--- src/hw/cache_pkg.sv ---
package cache_pkg;

	localparam int word_size = 16;
	localparam int words_per_line = 4;
	localparam int num_lines = 4;
	localparam int tag_bits = 12;
	localparam int queue_depth = 4;
	localparam int mem_latency = 4;

	// one address word, seen either as cache fields or as a flat word address
	typedef union packed {
		logic [word_size-1:0] flat;
		struct packed {
			logic [tag_bits-1:0] tag;
			logic [$clog2(num_lines)-1:0] index;
			logic [$clog2(words_per_line)-1:0] offset;
		} f;
	} cache_addr_t;

	typedef struct packed {
		logic write;
		cache_addr_t addr;
		logic [word_size-1:0] wdata;
	} cache_req_t;

	// for a write, rdata carries the word that was written
	typedef struct packed {
		logic write;
		logic [word_size-1:0] rdata;
		logic hit;
	} cache_resp_t;

	typedef struct packed {
		logic read;
		logic write;
		cache_addr_t addr;
		logic [word_size-1:0] wdata;
	} mem_req_t;

	// word 0 of the line sits in the low bits
	typedef logic [words_per_line-1:0][word_size-1:0] line_t;

endpackage

--- src/hw/req_queue.sv ---
`timescale 1ns/1ps

module req_queue (
	input logic clk,
	input logic reset_n,
	input logic push,
	input cache_pkg::cache_req_t push_req,
	input logic pop,
	output logic head_valid,
	output cache_pkg::cache_req_t head_req,
	output logic credit_return
);
	import cache_pkg::*;

	localparam int ptr_bits = $clog2(queue_depth);
	localparam int cnt_bits = $clog2(queue_depth + 1);

	cache_req_t entries_q [queue_depth];
	logic [ptr_bits-1:0] wr_ptr_q;
	logic [ptr_bits-1:0] rd_ptr_q;
	logic [cnt_bits-1:0] count_q;
	logic full;
	logic do_push;
	logic do_pop;

	assign full = (count_q == cnt_bits'(queue_depth));
	assign head_valid = (count_q != '0);
	assign head_req = entries_q[rd_ptr_q];

	// a push into a full queue breaks the credit protocol and is dropped here
	assign do_push = push && !full;
	assign do_pop = pop && head_valid;

	always_ff @(posedge clk) begin
		if (do_push) begin
			entries_q[wr_ptr_q] <= push_req;
		end
	end

	always_ff @(posedge clk) begin
		if (!reset_n) begin
			wr_ptr_q <= '0;
			rd_ptr_q <= '0;
			count_q <= '0;
			credit_return <= 1'b0;
		end else begin
			credit_return <= do_pop;
			if (do_push) begin
				wr_ptr_q <= wr_ptr_q + 1'b1;
			end
			if (do_pop) begin
				rd_ptr_q <= rd_ptr_q + 1'b1;
			end
			if (do_push && !do_pop) begin
				count_q <= count_q + 1'b1;
			end else if (do_pop && !do_push) begin
				count_q <= count_q - 1'b1;
			end
		end
	end

endmodule

--- config.mk ---
export PLATFORM = sky130hd
export DESIGN_NAME = req_queue
export DESIGN_NICKNAME = d
export VERILOG_FILES = /design/src/hw/cache_pkg.sv /design/src/hw/req_queue.sv
export SDC_FILE = /design/constraint.sdc
export NUM_CORES = 1
export LEC_CHECK = 0
export BUFFER_PORTS_ARGS = -buffer_cell sky130_fd_sc_hd__buf_2
export CAP_MARGIN = 40
export CORE_MARGIN = 2
export CORE_UTILIZATION = 50
export CTS_CLUSTER_DIAMETER = 120
export DETAILED_ROUTE_END_ITERATION = 16
export HOLD_SLACK_MARGIN = 0.08
export PLACE_DENSITY_LB_ADDON = 0.1
export SYNTH_ARGS = -nofsm -noshare
export SYNTH_HDL_FRONTEND = slang
export SYNTH_SLANG_ARGS = --single-unit
--- constraint.sdc ---
create_clock -name clk -period 6.95 [get_ports clk]
set_clock_uncertainty 0.1 [all_clocks]
set_input_delay 1.39 -clock clk [delete_from_list [all_inputs] [get_ports clk]]
set_output_delay 1.39 -clock clk [all_outputs]
set_load 0.01 [all_outputs]
==> flow_summary.toml <==
[grt]
grt_pass1_vias = 2585
grt_max_degree = 34
grt_first_pass_wirelength_um = 13900
top_usage_layer = "met2"
antenna_found_initial = 1
grt_use_met3_pct = 6.38
overflow = 0
use_met1_pct = 21.4
track_usage_pct = 16.9
grt_use_met2_pct = 27.2

[die]
die_area_um2 = 11500
pin_count = 72
initial_core_util_pct = 51.6
die_x_um = 107
fp.dieH_um = 107
rows = 37
coreArea_um2 = 10300

[cts]
cts_tree = "done"
root_buffer = "clkbuf_8"
cts.path.max_buffers = 2
clkLatencyLatePin_ps = 510
ctsHtreeMaxLevel = 4
cts_resized = 0
cts_setup_buffers = 0
clkTransAtPathRegs_ps = 60
cts_hold_buf = 0
cts_buffers = 17
clock-sinks = 142

[routing]
viasPerCell = 5.34
routedWlPerCell_um = 19.4
vias = 2430
postRouteAntennaNets = 0
wl_um = 8840
drtPass1Iterations = 4
drcViolationCount = 0
drt-initial-drc-count = 111

[run_status]
status = "finished, final reports clean"

[worst_setup_path]
rr_worst_depth = 8
crit_required_ps = 5460
critPathSlowestCell = "mux4_1"
path_cells = "buf_4 -> mux4_1 -> buf_2"
r2r_setup_slack_ps = 4610
crit_buf_inv = 2
startpoint_type = "register"
r2r-start = "count_q[0]$_SDFFE_PN0P_"
critPathTopFamily = "buffers and inverters"
timing.rr.end = "count_q[2]$_SDFFE_PN0P_"
crit_path_end_kind = "output port"
arrival_ps = 2140
path_class = "reg -> out"
cp_max_fo = 33
critical_path.max_stage_delay_ps = 640

[yosys]
syn_inst = 222
synth_nets = 265
syn_area_per_cell_um2 = 24.0
netlist_area_um2 = 5330
synthSimpleGateAreaFrac_pct = 1.76
synth_top_family_by_area = "multiplexers"
ys_ff_latch = 142
synth_mux_area_share_pct = 14.7
yosys_warnings = 0
synth-xor-area-share_pct = 0.658
synth_compound_area_share_pct = 1.15
synth.distinct_cells = 25
yosysSeqAreaShare_pct = 78.2
synthAdderAreaFrac_pct = 1.55

[worst_hold_path]
min_delay_path_depth = 2
hold_start = "wr_ptr_q[1]$_SDFFE_PN0P_"
holdPathEnd = "wr_ptr_q[1]$_SDFFE_PN0P_"
hold_class = "reg -> reg"

[layout]
layoutNonFillerInstCount = 455
area_growth_pct = 20.5
nets = 352
diodes = 0
layout-drive-gt1-share_pct = 44.2
stdcell_area_um2 = 6420
filler_cell_count = 750

[power]
cellLeakagePower_nw = 2.22
total_power_mw = 2.45
irDropWorstVdd_mv = 0.218
power.density_nw_per_um2 = 382

[sta]
timing.fmax_mhz = 276
period_needed_ps = 3630
rsz0062_at_grt = "no"
worst_pin_slew_ps = 654
whs_ps = 404
setup_violations = 0
tns_ps = 0
hold_viol_final = 0
drv_slew = 0
finalCritPeriodShare_pct = 52.2
slew_headroom_pct = 56.4

[job]
max_cap_violations = 0

[placement]
gp_congestion = 0.696
post_dp_cell_area_um2 = 5870
dpl.cell_count = 426
dp_hpwl_um = 5420
port_buffers = 71
==> power by group <==
group          switching [mW]  total [mW]  internal, mW  leakage, nW
Combinational           0.266       0.534         0.268        0.652
Clock                   0.304       0.836         0.532        0.272
Sequential             0.0381        1.08          1.04         1.29
Total                   0.608        2.45          1.84         2.22
==> how the worst max path moves through the flow <==
| stage | start | endpoint | slack (ps) | cells past startpoint |
|---|---|---|---|---|
| after floorplan | push | count_q[2]$_SDFFE_PN0P_ | 3920 | 7 |
| after global placement | register | head_req[18] | 3770 | 3 |
| after detailed placement | push | count_q[2]$_SDFFE_PN0P_ | 3720 | 8 |
| after CTS | register | head_req[18] | 3220 | 3 |
| after global routing | register | head_req[18] | 3160 | 3 |
| final | register | head_req[18] | 3320 | 3 |
==> worst register-to-register path: cells and delay by family (launching register included) <==
family	cells	cell delay, ps
AND/OR/NAND/NOR	2	390
buffers and inverters	1	60
adder cells (fa/ha/maj)	2	600
XOR/XNOR	1	160
AO/OA/AOI/OAI	2	450
flip-flops	1	510
==> layout by cell type (no fill, tap or decap), drive strengths merged, types with 3 or more instances in the layout <==
cell type | Yosys | final
edfxtp | 132 | 132
buf | 7 | 77
mux4 | 33 | 33
clkbuf | 2 | 18
dfxtp | 10 | 10
clkinv | 0 | 8
and2 | 8 | 8
ha | 5 | 5
nand2 | 4 | 4
inv | 3 | 3
xnor2 | 3 | 3
mux2i | 3 | 3
bufinv | 0 | 3
==> cells by family (layout without fill, tap and decap cells) <==
kind of cell / Yosys count / after routing
DFF: 142 / 142
and+or+nand+nor: 17 / 17
AOI/OAI and AO/OA: 5 / 5
xor gates and xnor gates: 4 / 4
buffers and inverters: 12 / 109
muxes: 36 / 36
adders and majority gates: 6 / 6
==> routing by layer <==
layer | up-vias | routed length (um)
met3 | 11 | 521
met5 | - | 13
met1 | 1251 | 3780
met4 | 2 | 91
li1 | 1099 | -
met2 | 67 | 4440
==> per-stage QoR <==
stage	worst slack, ps	util, %
3_3_place_gp	3770	55.9
2_1_floorplan	3920	-
3_5_place_dp	3720	56.9
4_1_cts	3220	62.2
5_1_grt	3160	62.2
6_report	3320	62.2
==> final cells by class <==
class | instances | area (um2) | share of cell area, %
clock buffer | 18 | 418 | 6.51
clock inverter | 11 | 126 | 1.97
inverter | 3 | 11.3 | 0.175
multi-input combinational | 68 | 1060 | 16.6
sequential | 142 | 4170 | 64.9
tap | 136 | 170 | 2.65
timing repair buffer | 77 | 463 | 7.21
==> flip-flops by register name, summed over array words and instances, names as in the netlist, named ones only <==
name,flops
credit_return,1
entries_q,132
wr_ptr_q,2
rd_ptr_q,2
count_q,3
==> cells in the mapped netlist, drive strengths merged <==
master	n	share of area (%)
mux2i	3	0.56
edfxtp	132	74
a21boi	2	0.35
inv	3	0.21
and2	8	0.94
and3	1	0.12
clkbuf	2	0.14
fa	1	0.38
ha	5	1.2
xnor2	3	0.49
o311ai	1	0.31
nor2	1	0.070
nor2b	1	0.12
o21ai	1	0.094
xor2	1	0.16
dfxtp	10	3.8
mux4	33	14
nand2	4	0.28
buf	7	1.6
o31ai	1	0.40
or3	2	0.23
Power figures use the tool's default switching activity.
