**src/hw/cache_pkg.sv**
```systemverilog
package cache_pkg;

	localparam int word_size = 16;
	localparam int words_per_line = 4;
	localparam int num_lines = 4;
	localparam int tag_bits = 12;
	localparam int queue_depth = 4;
	localparam int mem_latency = 4;

	// one address word, seen either as cache fields or as a flat word address
	typedef union packed {
		logic [word_size-1:0] flat;
		struct packed {
			logic [tag_bits-1:0] tag;
			logic [$clog2(num_lines)-1:0] index;
			logic [$clog2(words_per_line)-1:0] offset;
		} f;
	} cache_addr_t;

	typedef struct packed {
		logic write;
		cache_addr_t addr;
		logic [word_size-1:0] wdata;
	} cache_req_t;

	// for a write, rdata carries the word that was written
	typedef struct packed {
		logic write;
		logic [word_size-1:0] rdata;
		logic hit;
	} cache_resp_t;

	typedef struct packed {
		logic read;
		logic write;
		cache_addr_t addr;
		logic [word_size-1:0] wdata;
	} mem_req_t;

	// word 0 of the line sits in the low bits
	typedef logic [words_per_line-1:0][word_size-1:0] line_t;

endpackage

```
**src/hw/cache_ctrl.sv**
```systemverilog
`timescale 1ns/1ps

module cache_ctrl (
	input logic clk,
	input logic reset_n,
	input logic q_valid,
	input cache_pkg::cache_req_t q_req,
	output logic q_pop,
	output logic mem_valid,
	output cache_pkg::mem_req_t mem_req,
	input logic mem_done,
	input cache_pkg::line_t mem_line,
	output logic resp_valid,
	output cache_pkg::cache_resp_t resp,
	output logic [15:0] num_access,
	output logic [15:0] num_hit
);
	import cache_pkg::*;

	typedef enum logic [1:0] {
		idle,
		lookup,
		mem_wait,
		respond
	} state_t;

	state_t state_q;

	line_t lines_q [num_lines];
	logic [tag_bits-1:0] tag_q [num_lines];
	logic [num_lines-1:0] valid_q;

	cache_req_t req_q;
	mem_req_t mem_req_q;
	logic mem_valid_q;
	logic hit_q;
	logic [word_size-1:0] rdata_q;

	logic [$clog2(num_lines)-1:0] idx;
	logic [$clog2(words_per_line)-1:0] off;
	logic hit;

	assign idx = req_q.addr.f.index;
	assign off = req_q.addr.f.offset;
	assign hit = valid_q[idx] && (tag_q[idx] == req_q.addr.f.tag);

	// the head is taken only between requests
	assign q_pop = (state_q == idle) && q_valid;

	assign mem_valid = mem_valid_q;
	assign mem_req = mem_req_q;

	assign resp_valid = (state_q == respond);
	assign resp.write = req_q.write;
	assign resp.rdata = rdata_q;
	assign resp.hit = hit_q;

	always_ff @(posedge clk) begin
		if (!reset_n) begin
			state_q <= idle;
			mem_valid_q <= 1'b0;
			valid_q <= '0;
			num_access <= '0;
			num_hit <= '0;
		end else begin
			mem_valid_q <= 1'b0;
			case (state_q)
				idle: begin
					if (q_valid) begin
						state_q <= lookup;
					end
				end
				lookup: begin
					num_access <= num_access + 1'b1;
					if (hit) begin
						num_hit <= num_hit + 1'b1;
					end
					// writes always go through to memory
					if (hit && !req_q.write) begin
						state_q <= respond;
					end else begin
						mem_valid_q <= 1'b1;
						state_q <= mem_wait;
					end
				end
				mem_wait: begin
					if (mem_done) begin
						if (!req_q.write) begin
							valid_q[idx] <= 1'b1;
						end
						state_q <= respond;
					end
				end
				default: begin
					state_q <= idle;
				end
			endcase
		end
	end

	always_ff @(posedge clk) begin
		case (state_q)
			idle: begin
				if (q_valid) begin
					req_q <= q_req;
				end
			end
			lookup: begin
				hit_q <= hit;
				mem_req_q.read <= !req_q.write;
				mem_req_q.write <= req_q.write;
				mem_req_q.addr <= req_q.addr;
				mem_req_q.wdata <= req_q.wdata;
				if (req_q.write) begin
					rdata_q <= req_q.wdata;
				end else begin
					rdata_q <= lines_q[idx][off];
				end
				// a write hit keeps the line in step with memory
				if (hit && req_q.write) begin
					lines_q[idx][off] <= req_q.wdata;
				end
			end
			mem_wait: begin
				if (mem_done && !req_q.write) begin
					lines_q[idx] <= mem_line;
					tag_q[idx] <= req_q.addr.f.tag;
					rdata_q <= mem_line[off];
				end
			end
			default: begin
			end
		endcase
	end

endmodule

```
**config.mk**
```make
export PLATFORM = sky130hd
export DESIGN_NAME = cache_ctrl
export DESIGN_NICKNAME = d
export VERILOG_FILES = /design/src/hw/cache_pkg.sv /design/src/hw/cache_ctrl.sv
export SDC_FILE = /design/constraint.sdc
export NUM_CORES = 1
export LEC_CHECK = 0
export ABC_AREA = 0
export BUFFER_PORTS_ARGS = -buffer_cell sky130_fd_sc_hd__buf_2
export CORE_MARGIN = 2
export CORE_UTILIZATION = 41
export DETAILED_ROUTE_END_ITERATION = 8
export PLACE_DENSITY = 0.67
export REMOVE_ABC_BUFFERS = 1
export SLEW_MARGIN = 20
export SYNTH_ARGS = -nofsm -noshare
export SYNTH_HDL_FRONTEND = slang
export SYNTH_SLANG_ARGS = --single-unit
```
**constraint.sdc**
```tcl
create_clock -name clk -period 6.4 [get_ports clk]
set_input_delay 0.64 -clock clk [delete_from_list [all_inputs] [get_ports clk]]
set_output_delay 0.64 -clock clk [all_outputs]
set_load 0.03 [all_outputs]
```
==> impl_results.md <==
* Register area share after synthesis at 0.719
* Final setup vio count at 0
* GR met2 Demand/Resource at 0.319
* Fin worst setup slack at 2.18 ns
* CP peak stage delay at 0.82 ns
* Cell mode on critical path: buf_4
* DRC at 0
* Reg power frac at 0.442
* Largest area contributor in the netlist: edfxtp_1
* Skew final at roughly 0.008 ns
* Net Sw Frac at 0.308
* Synth warn at 0
* Psw at around 2.6 mW
* Synth top area share at 0.672
* Final GP Congestion at ~0.78
* CTS tree: built
* Nets at 1265
* Die H at between 200 and 250 um
* Area contributors post-synth: edfxtp_1 (67%), mux4_2 (13%), dfxtp_1 (4.7%), a21o_1 (2.8%), nor2_1 (1.4%)
* CTS buffer count at 44
* IR Drop Worst-Case VDD at 192 uV
* Post-synthesis average cell area at between 15 and 20 um2
* Synth cell count leaders: edfxtp_1 (388), mux4_2 (103), a21o_1 (65), nor2_1 (65), nand2_1 (53)
* Total Die Area at 43900 um2
* RSZ-0062 raised after global routing: no
* Post_cts resized at 0
* TritonRoute pass-1 iters at 5
* First-pass GRT wire length at 62.3 mm
* Largest net degree at the start of global routing at 50
* TritonCTS Sinks at 429
* Clock slew at reported path FFs at 0.06 ns
* Post-CTS Setup Bufs at 0
* Core area at 41900 um2
* H-tree Lvls at 2
* Tot GR Track Use at 0.195
* Pre-CTS setup slack at 2.16 ns
* HP Class: in2reg
* Post-cts hold buffer count at 0
* Power per cell area at 418 nW/um2
* Critical path type: reg2reg
* Ports at roughly 190
* Vias per cell at 5.49
* EDFF count, synth at 388
* Buffers on Ports at 187
* Worst-path fanout max at 48
* Logic pwr share at 0.252
* Post-synthesis cell count at 960
* Share of layout cells above drive strength 1 at 0.337
* Die width at 210 um
* Clock share of power at 0.306
* Wire per inst at between 20 and 25 um
* Max-cap violations at 0
* Worst slew pin tran at 1.03 ns
* Grt met3 use at 0.0501
* Crit path cell chain: buf_4 -> mux4_2 -> xnor2_1 -> o211ai_1 -> nor4b_4 -> buf_4 -> a41oi_1 -> nor2_2
* Setup TNS at 0 ns
* Worst relative slew slack at 0.314
* Dpl cell area at roughly 19000 um2
* DP HPWL at 28.9 mm
* Cell Area, Synth at 17300 um2
* Peak-usage layer in the global routing report: met2
* Pleak at between 7 and 8 nW
* Area Overhead vs Synth at 17.5%
* Achievable Freq at 237 MHz
* Crit path DAT at 4.38 ns
* FFs w/ async S/R, synth at 0
* Vias in the first global route at between 9000 and 10000
* Site Rows at 75
* Final core occ at 0.487
* Initial antenna violation count at 1
* Top FF cell, synth: edfxtp_1
* Worst EP required at 6.56 ns
* Total wire length at 42.6 mm
* Most common cell in the synthesized netlist: edfxtp_1
* Root Driver: clkbuf_16
* Max Root-Sink Buffers at 3
* Tmin final at approximately 4.2 ns
* Antenna cells at 0
* Grt total ovfl at 0
* Startpoint Class: flip-flop
* Post-DRT Antenna Nets at 0
* Initial Utilization at 0.414
* Yosys reg bits at 429
* Final Hold Vio Count at 0
* DR vias at 9498
* Worst-skew pair later-pin latency at 0.54 ns
* Final worst path period share at 0.659
* GR met1 Demand/Resource at 0.262
* P_int at 5.89 mW
* Distinct cell type count after synthesis at 44
* Finished Cell Area at 20400 um2
* CP max-delay cell: nor2_2
* Final Max Slew Viols at 0
* Worst Setup End Kind: flip-flop
* Status: finished clean
* Starting DRT DRC Count at 956
-- area by class of cell --
type                       count  area, um2
clock buffer                  53       1170
clock inverter                27        297
fill                        3476      21500
inverter                      15       56.3
multi-input combinational    465       4640
sequential                   429      12500
tap                          539        674
timing repair buffer         203       1060
-- metrics by stage --
step                instances  power (mW)  hold WS [ns]
floorplan                 909        5.21         0.435
global placement         1651        5.96         0.445
detailed placement       1651        6.00         0.454
CTS                      1731        8.59         0.250
global route             1731        8.84         0.249
finish                   1731        8.52         0.267
-- layer usage --
metal	vias to the layer above	wire (um)
met2	359	20800
met3	57	3230
met1	4881	17600
li1	4199	-
met5	-	18
met4	2	921
-- critical path: cells and delay by family (launching register included) --
family / cells / cell delay (ns)
buffers and inverters: 2 / 0.90
xor gates and xnor gates: 1 / 0.16
muxes: 1 / 0.39
DFF: 1 / 0.81
and+or+nand+nor: 2 / 1.05
AOI/OAI and AO/OA: 2 / 0.48
-- flip-flops by register name, indices dropped and copies added (netlist names), named ones only --
signal / flops
num_access: 16
valid_q: 4
off: 2
mem_valid: 1
state_q: 2
mem_req: 34
tag_q: 48
hit_q: 1
resp: 1
req_q: 28
lines_q: 256
num_hit: 16
idx: 2
rdata_q: 16
-- worst paths after layout --
path                                 from                  endpoint  slack, ns  cells past startpoint
setup / recovery                flip-flop  lines_q[3][52]$_DFFE_PP_       2.18                      8
setup reg to reg                flip-flop  lines_q[3][52]$_DFFE_PP_       2.18                      8
hold / removal                  q_req[14]       req_q[14]$_DFFE_PP_       0.27                      1
hold reg to reg   valid_q[3]$_SDFFE_PN0P_   valid_q[3]$_SDFFE_PN0P_       0.47                      1
-- power by group through the flow --
stage	Sequential, mW	Clock [mW]	Combinational [mW]
2_1_floorplan	4.13	0	1.08
3_3_place_gp	3.83	0	2.13
3_5_place_dp	3.83	0	2.16
4_1_cts	3.78	2.64	2.17
5_1_grt	3.80	2.75	2.29
6_report	3.77	2.60	2.15
-- cells in the final DEF, fill, tap and decap left out, types with 17 or more instances in the layout --
master     netlist  layout
mux4_2         103     103
dfxtp_1         41      39
nor2_1          65      49
clkbuf_16        0      45
a21o_1          65      65
mux2i_1         17      17
nand2_1         53      53
edfxtp_1       388     388
buf_2            9     187
xnor2_1         17      17
and2_1          19      19
-- logic make-up after synthesis --
kind of cell | Yosys count | synth area share
flip-flops | 429 | 0.719
buffers and inverters | 66 | 0.0162
multiplexers | 123 | 0.146
AND/OR/NAND/NOR | 188 | 0.0508
AO/OA/AOI/OAI | 117 | 0.0471
XOR/XNOR | 31 | 0.0157
adder cells (fa/ha/maj) | 6 | 0.00433
Note: power is estimated with default switching activity, not from simulation.
